`config.mk`:
```
export PLATFORM = sky130hd
export DESIGN_NAME = axi_master_top
export DESIGN_NICKNAME = d
export VERILOG_FILES = /design/src/design/axi_types_pkg.sv /design/src/design/axi_chan_pkg.sv /design/src/design/sync_fifo.sv /design/src/design/burst_sequencer.sv /design/src/design/read_burst_gen.sv /design/src/design/write_burst_gen.sv /design/src/design/wdata_path.sv /design/src/design/axi_master_top.sv
export SDC_FILE = /design/constraint.sdc
export NUM_CORES = 2
export LEC_CHECK = 0
export BUFFER_PORTS_ARGS = -buffer_cell sky130_fd_sc_hd__buf_2
export CAP_MARGIN = 20
export CORE_ASPECT_RATIO = 1.4
export CORE_UTILIZATION = 35
export CTS_BUF_LIST = sky130_fd_sc_hd__clkbuf_4 sky130_fd_sc_hd__clkbuf_8
export DETAILED_ROUTE_END_ITERATION = 12
export GPL_ROUTABILITY_DRIVEN = 1
export PLACE_DENSITY = 0.54
export SETUP_SLACK_MARGIN = 0.2
export SYNTH_ARGS = -nofsm -noshare
export SYNTH_HDL_FRONTEND = slang
export SYNTH_SLANG_ARGS = --single-unit
```
`constraint.sdc`:
```
create_clock -name clk -period 4.3 [get_ports clk]
set_input_delay 0.86 -clock clk [delete_from_list [all_inputs] [get_ports clk]]
set_output_delay 0.86 -clock clk [all_outputs]
set_load 0.01 [all_outputs]
```
`src/design/axi_types_pkg.sv`:
```
`default_nettype none

package axi_types_pkg;

  // Bus and request widths
  localparam int ADDR_W = 32;
  localparam int DATA_W = 64;
  localparam int SIZE_W = 10;
  localparam int LEN_W  = 4;

  // Burst shaping
  localparam int MAX_BURST  = 16;
  localparam int BURST_STEP = 'h80;

  // Buffer sizing
  localparam int WBUF_DEPTH_LOG = 5;
  localparam int WBUF_SLACK     = 8;
  localparam int TAG_DEPTH_LOG  = 4;

  typedef logic [ADDR_W-1:0] addr_t;
  typedef logic [DATA_W-1:0] data_t;
  typedef logic [SIZE_W-1:0] xfer_size_t;
  // Beats minus one, as on the AXI LEN field
  typedef logic [LEN_W-1:0]  burst_len_t;

endpackage

`default_nettype wire

```
`src/design/axi_chan_pkg.sv`:
```
`default_nettype none

package axi_chan_pkg;
  import axi_types_pkg::*;

  // AW and AR channel payload
  typedef struct packed {
    addr_t      addr;
    burst_len_t len;
  } axi_addr_t;

  // Read or write command from the memory controller
  typedef struct packed {
    addr_t      addr;
    xfer_size_t size;
  } xfer_req_t;

  typedef enum logic [1:0] {
    AW_IDLE,
    AW_ISSUE,
    AW_UPDATE
  } aw_state_t;

  typedef enum logic {AR_IDLE, AR_ISSUE} ar_state_t;

endpackage

`default_nettype wire

```
`src/design/sync_fifo.sv`:
```
`default_nettype none

module sync_fifo #(
  parameter int WIDTH     = 8,
  parameter int DEPTH_LOG = 4
) (
  input  logic                 clk,
  input  logic                 reset,
  input  logic                 push,
  input  logic                 pop,
  input  logic [WIDTH-1:0]     din,
  output logic [WIDTH-1:0]     dout,
  output logic                 empty,
  output logic                 full,
  output logic [DEPTH_LOG:0]   count
);

  logic [WIDTH-1:0]     mem [2**DEPTH_LOG];
  logic [DEPTH_LOG-1:0] wr_ptr, rd_ptr;
  logic                 do_push, do_pop;

  assign do_push = push && !full;
  assign do_pop  = pop && !empty;
  assign empty   = (count == '0);
  assign full    = count[DEPTH_LOG];
  // Head entry is always on the output
  assign dout    = mem[rd_ptr];

  always_ff @(posedge clk)
  begin
    if (do_push)
      mem[wr_ptr] <= din;
  end

  always_ff @(posedge clk or negedge reset)
  begin
    if (!reset)
    begin
      wr_ptr <= '0;
      rd_ptr <= '0;
      count  <= '0;
    end
    else
    begin
      if (do_push)
        wr_ptr <= wr_ptr + 1'b1;
      if (do_pop)
        rd_ptr <= rd_ptr + 1'b1;
      if (do_push && !do_pop)
        count <= count + 1'b1;
      else if (do_pop && !do_push)
        count <= count - 1'b1;
    end
  end

endmodule

`default_nettype wire

```
`src/design/burst_sequencer.sv`:
```
`default_nettype none

module burst_sequencer
  import axi_chan_pkg::*;
(
  input  logic clk,
  input  logic reset,
  input  logic rd_req,
  input  logic wr_req,
  input  logic rd_pending,
  input  logic wr_pending,
  input  logic tags_full,
  input  logic wdata_idle,
  input  logic awready,
  input  logic arready,
  output logic awvalid,
  output logic arvalid,
  output logic rd_load,
  output logic wr_load,
  output logic rd_advance,
  output logic wr_advance,
  output logic wr_done
);

  ar_state_t ar_state, ar_next;
  aw_state_t aw_state, aw_next;
  logic      wr_busy;
  logic      wr_drained;

  // Commands only land while the generator has nothing left
  assign rd_load    = rd_req && !rd_pending;
  assign wr_load    = wr_req && !wr_pending;
  assign arvalid    = (ar_state == AR_ISSUE);
  assign awvalid    = (aw_state == AW_ISSUE);
  assign rd_advance = arvalid && arready;
  assign wr_advance = awvalid && awready;

  //////////////////////////////////////////////////////////////////////
  // Address issue FSMs
  //////////////////////////////////////////////////////////////////////
  always_comb
  begin
    ar_next = ar_state;
    unique case (ar_state)
      AR_IDLE:  if (rd_pending) ar_next = AR_ISSUE;
      AR_ISSUE: if (arready) ar_next = AR_IDLE;
    endcase
  end

  always_comb
  begin
    aw_next = aw_state;
    unique case (aw_state)
      AW_IDLE:   if (wr_pending && !tags_full) aw_next = AW_ISSUE;
      AW_ISSUE:  if (awready) aw_next = AW_UPDATE;
      AW_UPDATE: aw_next = AW_IDLE;
      default:   aw_next = AW_IDLE;
    endcase
  end

  // All write bursts issued and the data side has drained
  assign wr_drained = wr_busy && !wr_pending && wdata_idle && (aw_state == AW_IDLE);

  always_ff @(posedge clk or negedge reset)
  begin
    if (!reset)
    begin
      ar_state <= AR_IDLE;
      aw_state <= AW_IDLE;
      wr_busy  <= 1'b0;
      wr_done  <= 1'b0;
    end
    else
    begin
      ar_state <= ar_next;
      aw_state <= aw_next;
      wr_done  <= wr_drained;
      if (wr_load)
        wr_busy <= 1'b1;
      else if (wr_drained)
        wr_busy <= 1'b0;
    end
  end

endmodule

`default_nettype wire

```
`src/design/read_burst_gen.sv`:
```
`default_nettype none

module read_burst_gen
  import axi_types_pkg::*;
  import axi_chan_pkg::*;
(
  input  logic      clk,
  input  logic      reset,
  input  logic      rd_load,
  input  logic      rd_advance,
  input  xfer_req_t rd_cmd,
  output axi_addr_t ar,
  output logic      rd_pending
);

  xfer_size_t beats_left;
  addr_t      rd_addr;
  burst_len_t rd_len;

  // Full burst while enough beats remain, else the tail
  always_comb
  begin
    if (beats_left >= xfer_size_t'(MAX_BURST))
      rd_len = burst_len_t'(MAX_BURST - 1);
    else
      rd_len = burst_len_t'(beats_left - 1'b1);
  end

  always_ff @(posedge clk or negedge reset)
  begin
    if (!reset)
      beats_left <= '0;
    else if (rd_load)
      beats_left <= rd_cmd.size;
    else if (rd_advance)
      beats_left <= beats_left - xfer_size_t'(rd_len) - 1'b1;
  end

  always_ff @(posedge clk)
  begin
    if (rd_load)
      rd_addr <= rd_cmd.addr;
    else if (rd_advance)
      rd_addr <= rd_addr + addr_t'(BURST_STEP);
  end

  assign ar         = '{addr: rd_addr, len: rd_len};
  assign rd_pending = (beats_left != '0);

endmodule

`default_nettype wire

```
`src/design/write_burst_gen.sv`:
```
`default_nettype none

module write_burst_gen
  import axi_types_pkg::*;
  import axi_chan_pkg::*;
(
  input  logic      clk,
  input  logic      reset,
  input  logic      wr_load,
  input  logic      wr_advance,
  input  xfer_req_t wr_cmd,
  output axi_addr_t aw,
  output logic      wr_pending
);

  xfer_size_t beats_left;
  addr_t      wr_addr;
  burst_len_t wr_len;

  // Length field is min(16, remaining) minus one
  always_comb
  begin
    if (beats_left >= xfer_size_t'(MAX_BURST))
      wr_len = burst_len_t'(MAX_BURST - 1);
    else
      wr_len = burst_len_t'(beats_left - 1'b1);
  end

  always_ff @(posedge clk or negedge reset)
  begin
    if (!reset)
      beats_left <= '0;
    else if (wr_load)
      beats_left <= wr_cmd.size;
    else if (wr_advance)
      beats_left <= beats_left - xfer_size_t'(wr_len) - 1'b1;
  end

  // Each accepted burst moves on by one burst stride
  always_ff @(posedge clk)
  begin
    if (wr_load)
      wr_addr <= wr_cmd.addr;
    else if (wr_advance)
      wr_addr <= wr_addr + addr_t'(BURST_STEP);
  end

  assign aw         = '{addr: wr_addr, len: wr_len};
  assign wr_pending = (beats_left != '0);

endmodule

`default_nettype wire

```
`src/design/wdata_path.sv`:
```
`default_nettype none

module wdata_path
  import axi_types_pkg::*;
(
  input  logic       clk,
  input  logic       reset,
  input  logic       tag_push,
  input  burst_len_t tag_len,
  input  data_t      data_from_outbuf,
  input  logic       wready,
  output logic       outbuf_pop,
  output data_t      wdata,
  output logic       wvalid,
  output logic       wlast,
  output logic       tags_full,
  output logic       idle
);

  logic                    fetch_tag_empty, fetch_tag_full, fetch_start;
  logic                    send_tag_empty, send_tag_full, send_start;
  burst_len_t              fetch_tag, send_tag;
  logic                    fetching, sending;
  burst_len_t              fetch_left, send_left;
  logic                    wbuf_push, wbuf_pop, wbuf_empty, wbuf_full, wbuf_room;
  logic [WBUF_DEPTH_LOG:0] wbuf_count, wbuf_committed;

  sync_fifo #(.WIDTH(LEN_W), .DEPTH_LOG(TAG_DEPTH_LOG)) u_fetch_tags (
    .clk(clk), .reset(reset), .push(tag_push), .pop(fetch_start), .din(tag_len),
    .dout(fetch_tag), .empty(fetch_tag_empty), .full(fetch_tag_full), .count()
  );

  sync_fifo #(.WIDTH(LEN_W), .DEPTH_LOG(TAG_DEPTH_LOG)) u_send_tags (
    .clk(clk), .reset(reset), .push(tag_push), .pop(send_start), .din(tag_len),
    .dout(send_tag), .empty(send_tag_empty), .full(send_tag_full), .count()
  );

  sync_fifo #(.WIDTH(DATA_W), .DEPTH_LOG(WBUF_DEPTH_LOG)) u_wbuf (
    .clk(clk), .reset(reset), .push(wbuf_push), .pop(wbuf_pop), .din(data_from_outbuf),
    .dout(wdata), .empty(wbuf_empty), .full(wbuf_full), .count(wbuf_count)
  );

  //////////////////////////////////////////////////////////////////////
  // Output buffer fetch
  //////////////////////////////////////////////////////////////////////
  // Word in flight from the output buffer counts as taken
  assign wbuf_committed = wbuf_count + {{WBUF_DEPTH_LOG{1'b0}}, wbuf_push};
  assign wbuf_room      = wbuf_committed < ((1 << WBUF_DEPTH_LOG) - WBUF_SLACK);
  assign fetch_start    = !fetching && !fetch_tag_empty;
  assign outbuf_pop     = fetching && wbuf_room && !wbuf_full;

  //////////////////////////////////////////////////////////////////////
  // Write data channel
  //////////////////////////////////////////////////////////////////////
  assign send_start = !sending && !send_tag_empty && !wbuf_empty;
  assign wvalid     = sending && !wbuf_empty;
  assign wlast      = sending && (send_left == '0);
  assign wbuf_pop   = wvalid && wready;
  assign tags_full  = fetch_tag_full || send_tag_full;
  assign idle       = fetch_tag_empty && send_tag_empty && !sending;

  always_ff @(posedge clk or negedge reset)
  begin
    if (!reset)
    begin
      fetching   <= 1'b0;
      fetch_left <= '0;
      wbuf_push  <= 1'b0;
      sending    <= 1'b0;
      send_left  <= '0;
    end
    else
    begin
      // Output buffer returns data one cycle after the pop
      wbuf_push <= outbuf_pop;
      if (fetch_start)
      begin
        fetching   <= 1'b1;
        fetch_left <= fetch_tag;
      end
      else if (outbuf_pop)
      begin
        if (fetch_left == '0)
          fetching <= 1'b0;
        else
          fetch_left <= fetch_left - 1'b1;
      end
      if (send_start)
      begin
        sending   <= 1'b1;
        send_left <= send_tag;
      end
      else if (wbuf_pop)
      begin
        if (wlast)
          sending <= 1'b0;
        else
          send_left <= send_left - 1'b1;
      end
    end
  end

endmodule

`default_nettype wire

```
`src/design/axi_master_top.sv`:
```
`default_nettype none

module axi_master_top
  import axi_types_pkg::*;
  import axi_chan_pkg::*;
(
  input  logic      clk,
  input  logic      reset,
  // Write address and data
  output axi_addr_t aw,
  output logic      awvalid,
  input  logic      awready,
  output data_t     wdata,
  output logic      wlast,
  output logic      wvalid,
  input  logic      wready,
  // Read address and data
  output axi_addr_t ar,
  output logic      arvalid,
  input  logic      arready,
  input  data_t     rdata,
  input  logic      rvalid,
  output logic      rready,
  // Input buffer
  output logic      inbuf_push,
  output data_t     data_to_inbuf,
  input  logic      inbuf_full,
  // Output buffer
  output logic      outbuf_pop,
  input  data_t     data_from_outbuf,
  // Memory controller commands
  input  logic      rd_req,
  input  xfer_req_t rd_cmd,
  output logic      rd_ready,
  input  logic      wr_req,
  input  xfer_req_t wr_cmd,
  output logic      wr_ready,
  output logic      wr_done
);

  logic rd_pending, wr_pending, rd_load, wr_load, rd_advance, wr_advance;
  logic tags_full, wdata_idle;

  // Read data goes straight to the input buffer
  assign rready        = !inbuf_full;
  assign inbuf_push    = rvalid && rready;
  assign data_to_inbuf = rdata;
  assign rd_ready      = !rd_pending;
  assign wr_ready      = !wr_pending;

  burst_sequencer u_seq (
    .clk(clk), .reset(reset), .rd_req(rd_req), .wr_req(wr_req),
    .rd_pending(rd_pending), .wr_pending(wr_pending), .tags_full(tags_full),
    .wdata_idle(wdata_idle), .awready(awready), .arready(arready),
    .awvalid(awvalid), .arvalid(arvalid), .rd_load(rd_load), .wr_load(wr_load),
    .rd_advance(rd_advance), .wr_advance(wr_advance), .wr_done(wr_done)
  );

  read_burst_gen u_rd_gen (
    .clk(clk), .reset(reset), .rd_load(rd_load), .rd_advance(rd_advance),
    .rd_cmd(rd_cmd), .ar(ar), .rd_pending(rd_pending)
  );

  write_burst_gen u_wr_gen (
    .clk(clk), .reset(reset), .wr_load(wr_load), .wr_advance(wr_advance),
    .wr_cmd(wr_cmd), .aw(aw), .wr_pending(wr_pending)
  );

  // Burst tag is pushed on every write address handshake
  wdata_path u_wdata (
    .clk(clk), .reset(reset), .tag_push(wr_advance), .tag_len(aw.len),
    .data_from_outbuf(data_from_outbuf), .wready(wready), .outbuf_pop(outbuf_pop),
    .wdata(wdata), .wvalid(wvalid), .wlast(wlast), .tags_full(tags_full),
    .idle(wdata_idle)
  );

endmodule

`default_nettype wire

```
==> flow_metrics.tcl <==
set metrics [dict create \
    r2r-start "u_rd_gen.beats_left[6]" \
    syn_inst 4315 \
    critPathCapture "wdata[31]" \
    portBuffers 302 \
    cts_tree "done" \
    antenna_found_initial 21 \
    wl_mm 246 \
    cts_inserted_buffers 363 \
    internal_power_mw 46.6 \
    nFillCells 22599 \
    io_pins 431 \
    synthDominantCellAreaShare_pct 74.2 \
    firstDrtPassIters 5 \
    clock_latency_ps 980 \
    grt_pass1_wl_mm 345 \
    multi_input_area_um2 20600 \
    fin_ws_ps 188 \
    synth_most_common_cell "edfxtp_1" \
    syn_nets 4580 \
    final-max-slew-violation-count 0 \
    r2r-end "u_rd_gen.beats_left[4]" \
    fin_area_um2 107000 \
    drive_above_1_share_pct 34.6 \
    cts.reportedPaths.clkPinSlew_ps 60 \
    cp_num_cells 9 \
    drc 0 \
    synth-edff-count 2240 \
    ys_types 63 \
    seq_area_frac_synth_pct 76.4 \
    vias_per_cell 5.31 \
    total_power_mw 67.6 \
    cp_top_family "buffers and inverters" \
    place_area_um2 97300 \
    p_seq_share_pct 39.5 \
    ys_ff_latch 2318 \
    ff_latch_area_um2 69200 \
    place.gp.congestion 0.764 \
    overflow 0 \
    yosys_warnings 0 \
    critPathKind "reg2out" \
    netlist_area_um2 90600 \
    cp.buffers_inverters 5 \
    fp.dieW_um 432 \
    timing.hold.ws_ps 118 \
    cp.required_ps 3440 \
    avgSynthCellArea_um2 21.0 \
    cts_sinks 2318 \
    tightest_slew_ps 1050 \
    ys_top_cells_by_area "edfxtp_1 (74%), mux4_2 (14%), dfrtp_1 (2.2%)" \
    hpwl_mm 121 \
    yosys.area.top_type "edfxtp_1" \
    end_kind "output port" \
    start_kind "flip-flop" \
    relSlewSlack_pct 30.2 \
    p_switching_mw 21.0 \
    start_util_pct 35.2 \
    hold_viol_final 0 \
    min_period_ps 4110 \
    ant_nets 0 \
    vias 46041 \
    fp.dieH_um 604 \
    setup_tns_ps 0 \
    rsz0062_at_grt "true" \
    grt_pass1_vias 48151 \
    setup_violations 0 \
    p_clk_share_pct 27.1 \
    grtUsageTotal_pct 18.4 \
    drtIter0Drc 3745 \
    coreArea_um2 257000 \
    grt_max_degree 78 \
    slowest_stage "dfrtp_4" \
    cp.arrival_ps 3250 \
    pwr-share-comb_pct 33.3 \
    synth_ff_type "edfxtp_1" \
    preCtsSetupSlack_ps 567 \
    synth_common_cells "edfxtp_1 (2240), mux4_2 (545), mux2i_1 (139)" \
    netSwitchingFraction_pct 31.1 \
    p_per_area_nw_per_um2 630 \
    reg2reg_slack_ps 1100 \
    worstHoldPathType "in2reg" \
    startpoint "u_wdata.u_wbuf.rd_ptr[0]" \
    leakagePower_nw 34.8 \
    syn2layout_area_growth_pct 18.4 \
    cts_max_level 5 \
    cts_root_buf "clkbuf_8" \
    vdd_drop_max_mv 0.637 \
    status "complete, no violations" \
    path_cells "buf_12 -> buf_16 -> buf_12 -> buf_16 -> mux4_2 -> o22ai_1 -> a211o_1 -> a21oi_2 -> buf_2" \
    cpPeakStageDelay_ps 510 \
    dieArea_um2 261000 \
    cp_max_fo 8 \
    worstRegToRegCells 10 \
    fin_crit_sh_pct 95.6 \
    maxCapViolations 0 \
    fin_nets 5216 \
    min_from "wr_cmd[1]" \
    wl_per_cell_um 28.3 \
    finalClockSkew_ps 79.1 \
    clockBufferDepth 4 \
    std_cell_rows 220 \
    async_reset_ff_share_pct 3.36 \
    max_clock_freq_ghz 0.243 \
]
[worst min-delay path by stage]
stage,end,slack (ps),cells after the start
finish,u_wr_gen.beats_left[1],120,3
global route,u_rd_gen.beats_left[2],70,3
CTS,u_wr_gen.beats_left[1],5,3
detailed placement,u_seq.aw_state[0],470,1
global placement,u_seq.aw_state[0],460,1
floorplan,u_seq.aw_state[0],440,1
[area by class of cell]
type | count | share of cell area (%)
Sequential cell | 2318 | 64.5
Multi-Input combinational cell | 1660 | 19.3
Clock buffer | 478 | 5.53
Timing Repair Buffer | 554 | 5.46
Tap cell | 3441 | 4.01
Clock inverter | 163 | 1.01
Inverter | 54 | 0.189
Antenna cell | 5 | 0.0117
[tightest hold or removal path, delay by kind of cell]
family,cells,cell delay (ps)
simple gates,1,40
buf+inv,1,80
compound gates,1,60
[kinds of logic after synthesis]
logic type | Yosys count | synth area share [%]
AO/OA/AOI/OAI | 420 | 2.95
XOR/XNOR | 86 | 0.831
adder cells (fa/ha/maj) | 44 | 0.632
buffers and inverters | 339 | 1.77
flip-flops | 2318 | 76.4
multiplexers | 689 | 15.1
AND/OR/NAND/NOR | 419 | 2.30
[layer usage]
layer	global-route usage, %	part of all wire (%)	up-vias
li1	-	-	19249
met2	32.7	52	1526
met4	5.46	2.6	16
met3	3.28	6.1	456
met1	22.8	39	24794
met5	0	0.040	-
[metrics by stage]
step                      std cells  util [%]
final                          8673      41.7
after global routing           8671      41.7
after CTS                      8634      41.4
after detailed placement       7921      37.8
after global placement         7921      37.8
after floorplan                4315         -
[power by group through the flow]
| stage | logic, mW | clock network [mW] | registers [mW] |
|---|---|---|---|
| floorplan | 12.2 | 0 | 26.9 |
| global placement | 18.7 | 0 | 27.2 |
| detailed placement | 18.8 | 0 | 27.3 |
| CTS | 21.9 | 18.9 | 26.7 |
| global route | 24.0 | 19.7 | 26.8 |
| finish | 22.5 | 18.3 | 26.7 |
[registers in the layout, summed over array words and instances (netlist names), 6 cells and up]
name,count
u_wdata.u_fetch_tags.mem,64
u_wr_gen.wr_addr,32
u_wdata.u_wbuf.count,6
u_rd_gen.rd_addr,32
u_rd_gen.beats_left,10
u_wr_gen.beats_left,10
u_wdata.u_wbuf.mem,2048
u_wdata.u_send_tags.mem,64
[cells in the final DEF, fill, tap and decap left out, drive strengths merged, types with 14 or more instances in the layout]
cell type,Yosys,final
a211o,65,65
a21oi,90,90
and2,29,30
and3,25,25
buf,163,533
clkbuf,122,493
clkinv,2,139
dfrtp,78,78
edfxtp,2240,2240
ha,41,41
inv,52,58
mux2i,139,139
mux4,545,545
nand2,123,123
nand3,34,34
nand4,14,14
nor2,86,86
nor3,32,32
nor4,20,20
o21ai,80,80
o22ai,128,128
xnor2,63,63
xor2,23,23
[what timing repair did]
item / 4_1_cts / 5_1_grt
gates resized for setup: 165 / 64
buffers inserted: 38 / 17
cloned: 32 / 17
hold buffers: 2 / 0
pin swaps: 36 / 32
endpoints found under the hold margin: 53 / 0
endpoints found under the setup margin: 64 / 61
No activity file was read; power rests on OpenSTA's default activity.
